===== config.mk =====
export PLATFORM = sky130hd
export DESIGN_NAME = mc_apb_regs
export DESIGN_NICKNAME = d
export VERILOG_FILES = /design/src/logic/mc_regs_pkg.sv /design/src/logic/apb_bus_pkg.sv /design/src/logic/apb_decode.sv /design/src/logic/mc_apb_regs.sv /design/src/logic/mc_mr4_timer.sv /design/src/logic/mc_read_result.sv /design/src/logic/mc_reg_bank.sv /design/src/logic/mc_status_irq.sv
export VERILOG_INCLUDE_DIRS = /design/src /design/src/logic
export SDC_FILE = /design/constraint.sdc
export NUM_CORES = 1
export LEC_CHECK = 0
export BUFFER_PORTS_ARGS = -buffer_cell sky130_fd_sc_hd__clkbuf_2
export CAP_MARGIN = 20
export CORE_MARGIN = 4
export CORE_UTILIZATION = 56
export CTS_BUF_LIST = sky130_fd_sc_hd__clkbuf_2
export DETAILED_ROUTE_END_ITERATION = 10
export PLACE_DENSITY = 0.83
export SLEW_MARGIN = 20
export SYNTH_ARGS = -nofsm -noshare
export SYNTH_HDL_FRONTEND = slang
export SYNTH_SLANG_ARGS = --single-unit

===== constraint.sdc =====
create_clock -name pclk_i -period 2.3 [get_ports pclk_i]
set_input_delay 0.345 -clock pclk_i [delete_from_list [all_inputs] [get_ports pclk_i]]
set_output_delay 0.345 -clock pclk_i [all_outputs]
set_load 0.05 [all_outputs]

===== src/logic/mc_defines.svh =====
// LPDDR MC register slave
// widths and register map
`ifndef MC_DEFINES_SVH
`define MC_DEFINES_SVH

`define MC_ADDR_W       16             // apb address bits
`define MC_DATA_W       32             // apb data bits
`define MC_STRB_W       (`MC_DATA_W / 8)
`define MC_NB_RANK      2
`define MC_RANK_IDX_W   3              // rank index register width
`define MC_MR4_INT_W    6
`define MC_MR4_CNT_W    8              // holds max interval * factor

// word addresses
`define MC_ADDR_MR      16'h0000       // mode register access
`define MC_ADDR_TRAIN   16'h0010
`define MC_ADDR_CTRL    16'h0014
`define MC_ADDR_MR4DIS  16'h0018
`define MC_ADDR_MR4INT  16'h0040
`define MC_ADDR_ISTAT   16'h0060       // clear on read
`define MC_ADDR_IEN     16'h0064

`define MC_MR4_INT_RST  6'd2
`define MC_MR4_FACTOR   2              // pulse interval / pulse width

`endif


===== src/logic/mc_regs_pkg.sv =====
// MC register map types

`include "mc_defines.svh"

package mc_regs_pkg;

  // register select, doubles as the access opcode
  typedef enum logic [2:0] {
    SEL_NONE,
    SEL_MR,
    SEL_TRAIN,
    SEL_CTRL,
    SEL_MR4DIS,
    SEL_MR4INT,
    SEL_ISTAT,
    SEL_IEN
  } reg_sel_e;

  // training types, ca at bit 0
  typedef struct packed {
    logic all;
    logic zq;
    logic rd_gate;
    logic rd_lvl;
    logic wr_lvl;
    logic wr_dq;
    logic ca;
  } train_t;

  // error sources, init at bit 0
  typedef struct packed {
    logic mc;
    logic wr_dq;
    logic wr_lvl;
    logic rd_lvl;
    logic rd_gate;
    logic ca;
    logic init;
  } mc_err_t;

  typedef struct packed {
    logic [7:0]                 mr_addr;
    logic [7:0]                 mr_data;
    logic                       busy;
    logic                       mrw_done;
    logic                       mrr_done;
    logic [`MC_RANK_IDX_W-1:0]  rank_index;
  } rank_view_t;

  typedef struct packed {
    rank_view_t                 rank;        // selected rank only
    train_t                     train_busy;
    logic                       mc_ready;
    logic                       traffic_en;
    logic                       mr4_disable;
    logic [`MC_MR4_INT_W-1:0]   mr4_interval;
  } bank_view_t;

  typedef struct packed {
    logic [`MC_NB_RANK-1:0]     rank_stat;
    logic [`MC_NB_RANK-1:0]     rank_en;
    mc_err_t                    err_stat;
    mc_err_t                    err_en;
  } irq_view_t;

endpackage


===== src/logic/apb_bus_pkg.sv =====
// APB bus side types

`include "mc_defines.svh"

package apb_bus_pkg;

  // raw bus request, one sample per cycle
  typedef struct packed {
    logic                   sel;
    logic                   enable;
    logic                   write;
    logic [`MC_ADDR_W-1:0]  addr;
    logic [`MC_DATA_W-1:0]  wdata;
    logic [`MC_STRB_W-1:0]  strb;
  } apb_req_t;

  // decoded register access
  typedef struct packed {
    mc_regs_pkg::reg_sel_e  sel;        // which word
    logic                   wr;         // access phase write
    logic                   rd_setup;   // read, setup phase
    logic                   rd_clear;   // read, access phase
    logic [`MC_STRB_W-1:0]  strb;
    logic [`MC_DATA_W-1:0]  wdata;
  } reg_access_t;

endpackage


===== src/logic/apb_decode.sv =====
// APB phase and address decode

`timescale 1ns/1ps

`include "mc_defines.svh"

module apb_decode (
  input  logic                     pclk_i,
  input  logic                     prst_ni,
  input  apb_bus_pkg::apb_req_t    apb_i,
  output apb_bus_pkg::reg_access_t acc_o
);

  logic [`MC_ADDR_W-1:0]  word_addr;
  mc_regs_pkg::reg_sel_e  sel;
  logic                   rd_setup;
  logic                   setup_rd_q;    // last cycle was a read setup

  assign word_addr = {apb_i.addr[`MC_ADDR_W-1:2], 2'b00};  // byte offset dropped

  always_comb
  begin
    case (word_addr)
      `MC_ADDR_MR:     sel = mc_regs_pkg::SEL_MR;
      `MC_ADDR_TRAIN:  sel = mc_regs_pkg::SEL_TRAIN;
      `MC_ADDR_CTRL:   sel = mc_regs_pkg::SEL_CTRL;
      `MC_ADDR_MR4DIS: sel = mc_regs_pkg::SEL_MR4DIS;
      `MC_ADDR_MR4INT: sel = mc_regs_pkg::SEL_MR4INT;
      `MC_ADDR_ISTAT:  sel = mc_regs_pkg::SEL_ISTAT;
      `MC_ADDR_IEN:    sel = mc_regs_pkg::SEL_IEN;
      default:         sel = mc_regs_pkg::SEL_NONE;  // unmapped
    endcase
  end

  assign rd_setup = apb_i.sel & ~apb_i.enable & ~apb_i.write;

  // clear only follows a setup that loaded prdata
  always_ff @(posedge pclk_i or negedge prst_ni)
  begin
    if (!prst_ni)
      setup_rd_q <= 1'b0;
    else
      setup_rd_q <= rd_setup;
  end

  always_comb
  begin
    acc_o.sel      = sel;
    acc_o.wr       = apb_i.sel & apb_i.enable & apb_i.write;
    acc_o.rd_setup = rd_setup;
    acc_o.rd_clear = apb_i.sel & apb_i.enable & ~apb_i.write & setup_rd_q;
    acc_o.strb     = apb_i.strb;
    acc_o.wdata    = apb_i.wdata;
  end

endmodule


===== src/logic/mc_apb_regs.sv =====
// LPDDR MC APB register slave

`timescale 1ns/1ps

`include "mc_defines.svh"

module mc_apb_regs (
  input  logic                    pclk_i,
  input  logic                    prst_ni,
  input  logic [`MC_ADDR_W-1:0]   paddr_i,
  input  logic                    psel_i,
  input  logic                    penable_i,
  input  logic                    pwrite_i,
  input  logic [`MC_DATA_W-1:0]   pwdata_i,
  input  logic [`MC_STRB_W-1:0]   pstrb_i,
  output logic                    pready_o,
  output logic [`MC_DATA_W-1:0]   prdata_o,
  output logic [`MC_NB_RANK-1:0]  rank_mrw_o,
  output logic [`MC_NB_RANK-1:0]  rank_mrr_o,
  input  logic [`MC_NB_RANK-1:0]  mrw_done_i,
  input  logic [`MC_NB_RANK-1:0]  mrr_done_i,
  output mc_regs_pkg::train_t     train_start_o,
  input  mc_regs_pkg::train_t     train_done_i,
  input  logic                    mc_ready_i,
  output logic                    traffic_en_o,
  input  mc_regs_pkg::mc_err_t    err_i,
  output logic                    mc_intr_o,
  output logic                    mr4_rd_pulse_o
);

  apb_bus_pkg::apb_req_t      apb_req;
  apb_bus_pkg::reg_access_t   acc;
  mc_regs_pkg::bank_view_t    bank_view;
  mc_regs_pkg::irq_view_t     irq_view;
  logic                       mr4_disable;
  logic [`MC_MR4_INT_W-1:0]   mr4_interval;

  assign pready_o = psel_i;           // zero wait states

  assign apb_req = '{sel: psel_i, enable: penable_i, write: pwrite_i,
                     addr: paddr_i, wdata: pwdata_i, strb: pstrb_i};

  apb_decode u_decode (
    .pclk_i  (pclk_i),
    .prst_ni (prst_ni),
    .apb_i   (apb_req),
    .acc_o   (acc)
  );

  mc_reg_bank u_bank (
    .pclk_i         (pclk_i),
    .prst_ni        (prst_ni),
    .acc_i          (acc),
    .mrw_done_i     (mrw_done_i),
    .mrr_done_i     (mrr_done_i),
    .train_done_i   (train_done_i),
    .mc_ready_i     (mc_ready_i),
    .rank_mrw_o     (rank_mrw_o),
    .rank_mrr_o     (rank_mrr_o),
    .train_start_o  (train_start_o),
    .traffic_en_o   (traffic_en_o),
    .rank_index_o   (),           // index reaches the read path through view_o
    .mr4_disable_o  (mr4_disable),
    .mr4_interval_o (mr4_interval),
    .view_o         (bank_view)
  );

  mc_status_irq u_irq (
    .pclk_i     (pclk_i),
    .prst_ni    (prst_ni),
    .acc_i      (acc),
    .mrw_done_i (mrw_done_i),
    .mrr_done_i (mrr_done_i),
    .err_i      (err_i),
    .view_o     (irq_view),
    .mc_intr_o  (mc_intr_o)
  );

  mc_mr4_timer u_mr4 (
    .pclk_i         (pclk_i),
    .prst_ni        (prst_ni),
    .disable_i      (mr4_disable),
    .interval_i     (mr4_interval),
    .mr4_rd_pulse_o (mr4_rd_pulse_o)
  );

  mc_read_result u_rdata (
    .pclk_i   (pclk_i),
    .prst_ni  (prst_ni),
    .acc_i    (acc),
    .bank_i   (bank_view),
    .irq_i    (irq_view),
    .prdata_o (prdata_o)
  );

endmodule


===== src/logic/mc_mr4_timer.sv =====
// MR4 read pulse timer

`timescale 1ns/1ps

`include "mc_defines.svh"

module mc_mr4_timer (
  input  logic                      pclk_i,
  input  logic                      prst_ni,
  input  logic                      disable_i,
  input  logic [`MC_MR4_INT_W-1:0]  interval_i,
  output logic                      mr4_rd_pulse_o
);

  localparam int CNT_W = `MC_MR4_CNT_W;
  localparam logic [CNT_W-1:0] FACTOR = CNT_W'(`MC_MR4_FACTOR);

  logic [CNT_W-1:0] count_q;
  logic [CNT_W-1:0] limit;
  logic             hit;

  assign limit = CNT_W'(interval_i) * FACTOR;
  assign hit   = count_q >= limit;      // >= so a smaller new interval wraps at once

  always_ff @(posedge pclk_i or negedge prst_ni)
  begin
    if (!prst_ni)
      count_q <= '0;
    else if (disable_i | hit)
      count_q <= '0;                    // held at zero while disabled
    else
      count_q <= count_q + 1'b1;
  end

  assign mr4_rd_pulse_o = hit & ~disable_i;

endmodule


===== src/logic/mc_read_result.sv =====
// read data mux and prdata register

`timescale 1ns/1ps

`include "mc_defines.svh"

module mc_read_result (
  input  logic                      pclk_i,
  input  logic                      prst_ni,
  input  apb_bus_pkg::reg_access_t  acc_i,
  input  mc_regs_pkg::bank_view_t   bank_i,
  input  mc_regs_pkg::irq_view_t    irq_i,
  output logic [`MC_DATA_W-1:0]     prdata_o
);

  logic [`MC_DATA_W-1:0] rd_word;
  logic [`MC_DATA_W-1:0] prdata_q;

  //////////////////////////////////////////////////
  // byte lane layout per word
  always_comb
  begin
    rd_word = '0;
    case (acc_i.sel)
      mc_regs_pkg::SEL_MR:
      begin
        rd_word[7:0]   = bank_i.rank.mr_addr;
        rd_word[15:8]  = bank_i.rank.mr_data;
        rd_word[18]    = bank_i.rank.busy;
        rd_word[21]    = bank_i.rank.mrw_done;
        rd_word[22]    = bank_i.rank.mrr_done;
        rd_word[26:24] = bank_i.rank.rank_index;
      end
      mc_regs_pkg::SEL_TRAIN:  rd_word[6:0] = bank_i.train_busy;
      mc_regs_pkg::SEL_CTRL:
      begin
        rd_word[0] = bank_i.mc_ready;
        rd_word[7] = bank_i.traffic_en;
      end
      mc_regs_pkg::SEL_MR4DIS: rd_word[11] = bank_i.mr4_disable;
      mc_regs_pkg::SEL_MR4INT: rd_word[`MC_MR4_INT_W-1:0] = bank_i.mr4_interval;
      mc_regs_pkg::SEL_ISTAT:
      begin
        rd_word[`MC_NB_RANK-1:0] = irq_i.rank_stat;
        rd_word[14:8]            = irq_i.err_stat;
      end
      mc_regs_pkg::SEL_IEN:
      begin
        rd_word[`MC_NB_RANK-1:0] = irq_i.rank_en;
        rd_word[14:8]            = irq_i.err_en;
      end
      default: rd_word = '0;          // unmapped reads zero
    endcase
  end

  // loaded in setup, stable through the access phase
  always_ff @(posedge pclk_i or negedge prst_ni)
  begin
    if (!prst_ni)
      prdata_q <= '0;
    else if (acc_i.rd_setup)
      prdata_q <= rd_word;
  end

  assign prdata_o = prdata_q;

endmodule


===== src/logic/mc_reg_bank.sv =====
// MC control register bank

`timescale 1ns/1ps

`include "mc_defines.svh"

module mc_reg_bank (
  input  logic                            pclk_i,
  input  logic                            prst_ni,
  input  apb_bus_pkg::reg_access_t        acc_i,
  input  logic [`MC_NB_RANK-1:0]          mrw_done_i,
  input  logic [`MC_NB_RANK-1:0]          mrr_done_i,
  input  mc_regs_pkg::train_t             train_done_i,
  input  logic                            mc_ready_i,
  output logic [`MC_NB_RANK-1:0]          rank_mrw_o,
  output logic [`MC_NB_RANK-1:0]          rank_mrr_o,
  output mc_regs_pkg::train_t             train_start_o,
  output logic                            traffic_en_o,
  output logic [`MC_RANK_IDX_W-1:0]       rank_index_o,
  output logic                            mr4_disable_o,
  output logic [`MC_MR4_INT_W-1:0]        mr4_interval_o,
  output mc_regs_pkg::bank_view_t         view_o
);

  localparam int RANK_W = (`MC_NB_RANK > 1) ? $clog2(`MC_NB_RANK) : 1;

  logic [`MC_NB_RANK-1:0][7:0]  mr_addr_q;
  logic [`MC_NB_RANK-1:0][7:0]  mr_data_q;
  logic [`MC_RANK_IDX_W-1:0]    rank_index_q;
  logic [`MC_NB_RANK-1:0]       mrw_q, mrr_q, busy_q;
  logic [`MC_NB_RANK-1:0]       mrw_done_q, mrr_done_q;
  logic [6:0]                   train_start_q, train_busy_q;
  logic                         mc_ready_q, traffic_q, mr4_dis_q;
  logic [`MC_MR4_INT_W-1:0]     mr4_int_q;

  logic                         wr_mr, idx_ok;
  logic [RANK_W-1:0]            rank_sel;
  logic [`MC_NB_RANK-1:0]       rank_hit, mrw_req, mrr_req, done_clr;
  logic [6:0]                   train_req;

  assign wr_mr    = acc_i.wr & (acc_i.sel == mc_regs_pkg::SEL_MR);
  assign idx_ok   = rank_index_q < `MC_RANK_IDX_W'(`MC_NB_RANK);  // no such rank otherwise
  assign rank_sel = rank_index_q[RANK_W-1:0];

  always_comb
  begin
    rank_hit = '0;
    if (idx_ok)
      rank_hit[rank_sel] = 1'b1;
  end

  assign mrw_req  = {`MC_NB_RANK{wr_mr & acc_i.strb[2] & acc_i.wdata[16]}} & rank_hit;
  assign mrr_req  = {`MC_NB_RANK{wr_mr & acc_i.strb[2] & acc_i.wdata[17]}} & rank_hit;
  assign done_clr = {`MC_NB_RANK{acc_i.rd_clear & (acc_i.sel == mc_regs_pkg::SEL_MR)}}
                    & rank_hit;
  assign train_req = (acc_i.wr & acc_i.strb[0] & (acc_i.sel == mc_regs_pkg::SEL_TRAIN)) ?
                     acc_i.wdata[6:0] : 7'd0;

  //////////////////////////////////////////////////
  // registers
  always_ff @(posedge pclk_i or negedge prst_ni)
  begin
    if (!prst_ni)
    begin
      mr_addr_q     <= '0;
      mr_data_q     <= '0;
      rank_index_q  <= '0;
      mrw_q         <= '0;
      mrr_q         <= '0;
      busy_q        <= '0;
      mrw_done_q    <= '0;
      mrr_done_q    <= '0;
      train_start_q <= '0;
      train_busy_q  <= '0;
      mc_ready_q    <= 1'b0;
      traffic_q     <= 1'b0;
      mr4_dis_q     <= 1'b0;
      mr4_int_q     <= `MC_MR4_INT_RST;
    end
    else
    begin
      if (wr_mr & acc_i.strb[0] & idx_ok)
        mr_addr_q[rank_sel] <= acc_i.wdata[7:0];
      if (wr_mr & acc_i.strb[1] & idx_ok)
        mr_data_q[rank_sel] <= acc_i.wdata[15:8];
      if (wr_mr & acc_i.strb[3])
        rank_index_q <= acc_i.wdata[26:24];   // takes effect after this write

      mrw_q      <= mrw_req;                  // one cycle request pulses
      mrr_q      <= mrr_req;
      busy_q     <= mrw_req | mrr_req | (busy_q & ~(mrw_done_i | mrr_done_i));
      mrw_done_q <= mrw_done_i | (mrw_done_q & ~done_clr);  // set beats clear
      mrr_done_q <= mrr_done_i | (mrr_done_q & ~done_clr);

      train_start_q <= train_req;
      train_busy_q  <= train_req | (train_busy_q & ~train_done_i);

      mc_ready_q <= mc_ready_i;
      if (acc_i.wr & acc_i.strb[0] & (acc_i.sel == mc_regs_pkg::SEL_CTRL))
        traffic_q <= acc_i.wdata[7];
      if (acc_i.wr & acc_i.strb[1] & (acc_i.sel == mc_regs_pkg::SEL_MR4DIS))
        mr4_dis_q <= acc_i.wdata[11];
      if (acc_i.wr & acc_i.strb[0] & (acc_i.sel == mc_regs_pkg::SEL_MR4INT))
        mr4_int_q <= acc_i.wdata[`MC_MR4_INT_W-1:0];
    end
  end

  assign rank_mrw_o     = mrw_q;
  assign rank_mrr_o     = mrr_q;
  assign train_start_o  = mc_regs_pkg::train_t'(train_start_q);
  assign traffic_en_o   = traffic_q;
  assign rank_index_o   = rank_index_q;
  assign mr4_disable_o  = mr4_dis_q;
  assign mr4_interval_o = mr4_int_q;

  // read side view, out of range index reads zero
  always_comb
  begin
    view_o = '0;
    if (idx_ok)
    begin
      view_o.rank.mr_addr  = mr_addr_q[rank_sel];
      view_o.rank.mr_data  = mr_data_q[rank_sel];
      view_o.rank.busy     = busy_q[rank_sel];
      view_o.rank.mrw_done = mrw_done_q[rank_sel];
      view_o.rank.mrr_done = mrr_done_q[rank_sel];
    end
    view_o.rank.rank_index = rank_index_q;
    view_o.train_busy      = mc_regs_pkg::train_t'(train_busy_q);
    view_o.mc_ready        = mc_ready_q;
    view_o.traffic_en      = traffic_q;
    view_o.mr4_disable     = mr4_dis_q;
    view_o.mr4_interval    = mr4_int_q;
  end

endmodule


===== src/logic/mc_status_irq.sv =====
// interrupt status and enables

`timescale 1ns/1ps

`include "mc_defines.svh"

module mc_status_irq (
  input  logic                      pclk_i,
  input  logic                      prst_ni,
  input  apb_bus_pkg::reg_access_t  acc_i,
  input  logic [`MC_NB_RANK-1:0]    mrw_done_i,
  input  logic [`MC_NB_RANK-1:0]    mrr_done_i,
  input  mc_regs_pkg::mc_err_t      err_i,
  output mc_regs_pkg::irq_view_t    view_o,
  output logic                      mc_intr_o
);

  logic [`MC_NB_RANK-1:0] rank_stat_q, rank_en_q;
  logic [6:0]             err_stat_q, err_en_q;
  logic                   stat_clr, wr_ien;

  assign stat_clr = acc_i.rd_clear & (acc_i.sel == mc_regs_pkg::SEL_ISTAT);
  assign wr_ien   = acc_i.wr & (acc_i.sel == mc_regs_pkg::SEL_IEN);

  always_ff @(posedge pclk_i or negedge prst_ni)
  begin
    if (!prst_ni)
    begin
      rank_stat_q <= '0;
      err_stat_q  <= '0;
      rank_en_q   <= '1;                 // all sources enabled
      err_en_q    <= '1;
    end
    else
    begin
      // new event in the clearing cycle survives
      rank_stat_q <= mrw_done_i | mrr_done_i | (rank_stat_q & ~{`MC_NB_RANK{stat_clr}});
      err_stat_q  <= err_i | (err_stat_q & ~{7{stat_clr}});
      if (wr_ien & acc_i.strb[0])
        rank_en_q <= acc_i.wdata[`MC_NB_RANK-1:0];
      if (wr_ien & acc_i.strb[1])
        err_en_q  <= acc_i.wdata[14:8];
    end
  end

  assign mc_intr_o = (|(rank_stat_q & rank_en_q)) | (|(err_stat_q & err_en_q));

  always_comb
  begin
    view_o.rank_stat = rank_stat_q;
    view_o.rank_en   = rank_en_q;
    view_o.err_stat  = mc_regs_pkg::mc_err_t'(err_stat_q);
    view_o.err_en    = mc_regs_pkg::mc_err_t'(err_en_q);
  end

endmodule


# [After elaboration in Yosys (flattened, before gate mapping)]
# Index checks and enable logic that the tools add are counted.
# W data, S select, Z words.
[totals] register_bits=117 in_bits=76 word_cells=134
[classes] n_addsub=1 magnitude_cmp=4 n_eq_ne=13 n_mux=33 bitwise_logic=56 reduce_logical=4
[op_table] cell="$mux W8" count=6
[op_table] cell="$eq A14 B3 Y1 const B" count=3
[op_table] cell="$eq A14 B5 Y1 const B" count=3
[op_table] cell="$bwmux W16" count=2
[op_table] cell="$and A1 B1 Y1" count=27
[op_table] cell="$and A7 B7 Y7" count=3
[op_table] cell="$pmux W3 S7" count=1
[op_table] cell="$mux W19" count=1
[op_table] cell="$pmux W3 S3" count=2
[op_table] cell="$and A2 B2 Y2" count=8
[op_table] cell="$logic_not A16 Y1" count=1
[op_table] cell="$not A7 Y7" count=2
[op_table] cell="$or A7 B7 Y7" count=2
[op_table] cell="$eq A3 B3 Y1 const B" count=4
[op_table] cell="$or A2 B2 Y2" count=6
[op_table] cell="$pmux W4 S3" count=1
[op_table] cell="$mux W1" count=9
[op_table] cell="$add A8 B1 Y8 const B" count=1
[op_table] cell="$demux W8 S1" count=1
[op_table] cell="$ge A8 B7 Y1" count=1
[op_table] cell="$mux W7" count=1
[op_table] cell="$reduce_or A7 Y1" count=1
[op_table] cell="$eq A3 B2 Y1 const B" count=2
[op_table] cell="$not A2 Y2" count=3
[op_table] cell="15 further kinds" count=20

# [Logic depth before layout (Yosys ltp)]
[depth] word_depth=9 depth_mapped=9 mapped_depth_nobuf=8

# [By module]
# A second synthesis with hierarchy kept.
[unflattened] hier_cells=519 area_unflattened_um2=6003.3
[by_module_without_submodules] mod="mc_reg_bank" instances=1 cells_each=209 area_each_um2=2897.8
[by_module_without_submodules] mod="mc_read_result" instances=1 cells_each=151 area_each_um2=1371.3
[by_module_without_submodules] mod="mc_status_irq" instances=1 cells_each=45 area_each_um2=740.7
[by_module_without_submodules] mod="mc_mr4_timer" instances=1 cells_each=53 area_each_um2=535.5
[by_module_without_submodules] mod="apb_decode" instances=1 cells_each=60 area_each_um2=450.4
[by_module_without_submodules] mod="mc_apb_regs" instances=1 cells_each=1 area_each_um2=7.5

# [Least setup slack after synthesis]
# OpenSTA, ideal clock, no wires.
[synth_timing] kind="input port to flip-flop" startpoint="input paddr_i[11]" endpoint="register u_bank.mr_addr_q[0] (netlist bit)" setup_time_ps=125 arrival_time_ps=2160 path_slack_ps=15 path_stages=5 n_path_buf=0 cell_sequence="or4_4 -> nor3_4 -> nand3_2 -> nor3_4 -> mux2_2"
[synth_via] elab_chain_cells=6 elab_cells_between_ends=12 cone_classes="eq/ne: 7; mux: 1; bitwise: 3; reduce/logical: 1"
[synth_rtl] element="start: declaration" line_no="mc_apb_regs.sv:10" text="input logic [`MC_ADDR_W-1:0] paddr_i,"
[synth_rtl] element="$eq A14 B5 Y1, or another cell as far along" line_no="apb_decode.sv:23" text="case (word_addr)"
[synth_rtl] element="$pmux W3 S7 (*)" line_no="apb_decode.sv:23"
[synth_rtl] element="$eq A3 B1 Y1 (*)" line_no="mc_reg_bank.sv:41" text="assign wr_mr = acc_i.wr & (acc_i.sel == mc_regs_pkg::SEL_MR);"
[synth_rtl] element="$and A1 B1 Y1 (*)" line_no="mc_reg_bank.sv:41"
[synth_rtl] element="$and A1 B1 Y1 (*) (2 in a row)" line_no="mc_reg_bank.sv:82" text="if (wr_mr & acc_i.strb[0] & idx_ok)"
[synth_rtl] element="end signal: indexed assignment" line_no="mc_reg_bank.sv:83" text="mr_addr_q[rank_sel] <= acc_i.wdata[7:0];"
[synth_rtl] element="end: declaration" line_no="mc_reg_bank.sv:27" text="logic [`MC_NB_RANK-1:0][7:0] mr_addr_q;"
# Mark *: on every way between the ends. The rest lies on a longest branch, timed or not.
# A chain may end at the register's enable or synchronous reset.

# [Final worst setup path]
[layout_timing] startpoint="register u_bank.mr4_int_q[1], in the netlist u_bank.mr4_interval_o[1]" endpoint="output mr4_rd_pulse_o"
[layout_via] elab_chain_cells=2
[layout_rtl] element="start: declaration" line_no="mc_reg_bank.sv:34" text="logic [`MC_MR4_INT_W-1:0] mr4_int_q;"
[layout_rtl] element="start signal: assignment" line_no="mc_reg_bank.sv:78" text="mr4_int_q <= `MC_MR4_INT_RST;"
[layout_rtl] element="start signal: assignment" line_no="mc_reg_bank.sv:104" text="mr4_int_q <= acc_i.wdata[`MC_MR4_INT_W-1:0];"
[layout_rtl] element="$ge A8 B7 Y1" line_no="mc_mr4_timer.sv:23" text="assign hit = count_q >= limit;"
[layout_rtl] element="$and A1 B1 Y1" line_no="mc_mr4_timer.sv:35" text="assign mr4_rd_pulse_o = hit & ~disable_i;"
[layout_rtl] element="end: declaration" line_no="mc_apb_regs.sv:28" text="output logic mr4_rd_pulse_o"
# Every way passes these cells.

==> results.cfg <==
[status]
outcome = complete, but fails checks
violations = negative setup slack

[cts]
cts.htree.levels = 4
cts_tree = done
cts_sinks = 117
clock_latency_ps = 690
clkTransAtPathRegs_ps = 180
cts-root-buf = clkbuf_2
cts_buffers = 17
clockBufferDepth = 2

[placement]
dpl_cell_area_um2 = 6396
dp.cells = 717
dp_hpwl_um = 10010
place_congestion = 0.9019
port_buffers = 99

[power_and_ir_drop]
p_leak_nw = 3.559
power_w = 0.003870
pwr_density_cell_nw_per_um2 = 537.1
ir_drop_uv = 277.8

[timing]
setup_viol = 1
fin_crit_ps = 2668
rsz0062_at_grt = true
period_share = 1.160
slew_headroom = 0.5119
fin_ws_ps = -368.1
max_freq_ghz = 0.3748
worst_pin_slew_ps = 732.2
finClkSkew_ps = 27.25
hold_viol = 0
report.final.slew_viol_count = 0

[floorplanning]
core_area_um2 = 9415
fp.dieArea_um2 = 11460
floorplan.initialDensity = 0.5838
dieWidth_um = 107.1
dieHeight_um = 107.1
placementRows = 35
ios = 123

[yosys]
synth_flop_cell = dfrtp_1
synth_top_area_frac = 0.4871
synth_edf_count = 0
syn_area_um2 = 5497
yosysUniqueCellTypes = 59
synth.avg_cell_area_um2 = 11.82
ys_ff_latch = 117
synthArstFlopShare = 1.000
synth_top_area_cell = dfrtp_1
postSynthCellCount = 465
ys_top_cells_by_area = dfrtp_1 49%, mux2_2 12%, dfstp_2 4.8%
seq_area_frac_synth = 0.5349
ys_warn_count = 0

[final_layout]
n_fill_cell = 591
fin_area_um2 = 7206
final_nets = 740
area_growth_pct = 31.09
stdcell_count = 799
drive_gt1_frac = 0.4209
diodes = 0

[job]
maxCapViolations = 0

[critical_path]
path_max_fanout = 2
cp.arrival_ps = 2320
crit_required_ps = 1960
start_kind = register
end_kind = primary output
critical_path_class = register to primary output

[global_route]
grt_usage = 0.2620
antenna_found_initial = 0
grt_overflow_total = 0
grt_max_degree = 49
grt_first_pass_wirelength_um = 23350
grt_pass1_vias = 4715

[route]
wire_per_inst_um = 18.30
vias_per_cell = 5.693
dr_total_vias = 4549
first_iter_violations = 326
drc = 0
wl_um = 14630
dr.pass1.iters = 5
drtAntennaViolNets = 0

[hold_path]
hold_path_class = input pin to register
## synth_stat cells, types with 2 or more instances
| cell type | instances |
|---|---|
| a21o_1 | 13 |
| a21o_2 | 7 |
| a21oi_1 | 13 |
| a221oi_1 | 2 |
| a222oi_1 | 4 |
| a22o_1 | 5 |
| a22oi_1 | 2 |
| a32oi_1 | 3 |
| and2_1 | 3 |
| and2_2 | 7 |
| and3_1 | 6 |
| buf_2 | 3 |
| buf_4 | 11 |
| clkbuf_1 | 12 |
| dfrtp_1 | 107 |
| dfstp_2 | 10 |
| ha_1 | 7 |
| inv_1 | 17 |
| mux2_2 | 58 |
| mux2i_1 | 21 |
| nand2_1 | 29 |
| nand2b_1 | 2 |
| nand3_1 | 13 |
| nand3_2 | 2 |
| nand4_1 | 4 |
| nand4_2 | 2 |
| nor2_1 | 24 |
| nor3_1 | 13 |
| nor3_4 | 5 |
| nor4_1 | 2 |
| o21ai_0 | 19 |
| o31ai_1 | 5 |
| or2_2 | 2 |
| or3_1 | 3 |
| xnor2_1 | 4 |
| xor2_1 | 2 |
## cells in the final DEF (no fill, tap or decap), types with 3 or more instances in the layout
cell	n
a22o_1	5
nand2_1	29
nor3_1	13
clkinv_2	4
dfstp_2	10
nand3_1	13
nor2_1	24
and2_1	3
clkbuf_2	114
a32oi_1	3
a21o_1	13
dlygate4sd3_1	44
o21ai_0	18
mux2i_1	21
a21o_2	7
or3_1	3
dfrtp_1	107
o31ai_1	5
conb_1	10
nand4_1	4
buf_4	46
clkinvlp_4	3
mux2_2	58
nor3_4	5
and3_1	6
and2_2	7
buf_12	3
bufinv_16	4
inv_1	16
xnor2_1	4
a222oi_1	4
ha_1	5
a21oi_1	13
## stage by stage
stage | setup TNS (ps) | utilization | setup WS (ps) | hold slack (ps)
2_1_floorplan | 0 | - | 15.00 | 49.41
4_1_cts | -367.8 | 0.7589 | -367.8 | 26.96
3_3_place_gp | -4832 | 0.6793 | -136.5 | 302.5
6_report | -368.1 | 0.7653 | -368.1 | 54.76
3_5_place_dp | -6646 | 0.6793 | -170.1 | 304.5
5_1_grt | -510.5 | 0.7653 | -498.9 | 30.58
## what timing repair did
| item | 4_1_cts | 5_1_grt |
|---|---|---|
| setup endpoints to repair | 2 | 4 |
| endpoints found under the hold margin | 189 | 0 |
| buffers inserted | 1 | 5 |
| gates resized for setup | 8 | 4 |
| hold buffers | 44 | 0 |
| pin swaps | 5 | 1 |
## worst paths after layout
check / slack [ps] / startpoint / depth (start not counted) / end
max: -370 / u_bank.mr4_interval_o[1] / 8 / mr4_rd_pulse_o
min: 50 / pstrb_i[0] / 3 / u_bank.traffic_en_o
max reg2reg: 360 / u_bank.mr4_interval_o[4] / 6 / u_mr4.count_q[7]
min reg2reg: 490 / u_mr4.count_q[0] / 1 / u_mr4.count_q[0]
max in group asynchronous: 1480 / prst_ni / 3 / u_irq.err_en_q[5]
min in group asynchronous: 150 / prst_ni / 2 / u_rdata.prdata_o[9]
## worst max-delay path, stage by stage, from the launching register on
cell      delay, ps
dfstp_2         600
inv_2            50
ha_4            240
a21boi_2        130
o21ai_1          80
a21oi_1         150
nor2_1           60
nor2_1          130
clkbuf_8        210
## layer usage
| layer | wire (um) | part of all wire | track usage | vias up |
|---|---|---|---|---|
| li1 | - | - | - | 2049 |
| met1 | 6026 | 0.41 | 0.3336 | 2242 |
| met2 | 7252 | 0.50 | 0.4352 | 212 |
| met3 | 884 | 0.060 | 0.05719 | 46 |
| met4 | 462 | 0.032 | 0.1050 | 0 |
| met5 | 0 | 0 | 0 | - |
## sequential cells by signal (all words and copies together), names as in the netlist, 3 cells and up
| name | cells |
|---|---|
| u_rdata.prdata_o | 22 |
| u_bank.mr_addr_q | 16 |
| u_bank.mr_data_q | 16 |
| u_mr4.count_q | 8 |
| u_bank.train_busy_q | 7 |
| u_bank.train_start_o | 7 |
| u_irq.err_en_q | 7 |
| u_irq.err_stat_q | 7 |
| u_bank.mr4_interval_o | 6 |
| u_bank.rank_index_o | 3 |
## final cells by class
cell class                      instances  area, um2  area share
Sequential cell                       117       2940      0.4081
Multi-Input combinational cell        313       2415      0.3351
Timing Repair Buffer                  191       1351      0.1875
Clock inverter                         14      183.9     0.02553
Tap cell                              129      161.4     0.02240
Clock buffer                           18      90.09     0.01250
Inverter                               17      63.81    0.008856
## power by group
group | switching (W) | internal [W] | total [W]
combinational | 0.000172 | 0.000118 | 0.000291
sequential | 0.000000981 | 0.00206 | 0.00206
clock | 0.000806 | 0.000711 | 0.00152
## cells by family after synthesis
logic type               synth area share
buffers and inverters             0.03824
AO/OA/AOI/OAI                      0.1040
XOR/XNOR                         0.009561
adder cells (fa/ha/maj)           0.01593
flip-flops                         0.5349
AND/OR/NAND/NOR                    0.1395
multiplexers                       0.1571
other                           0.0006822
Power figures use the tool's default switching activity.
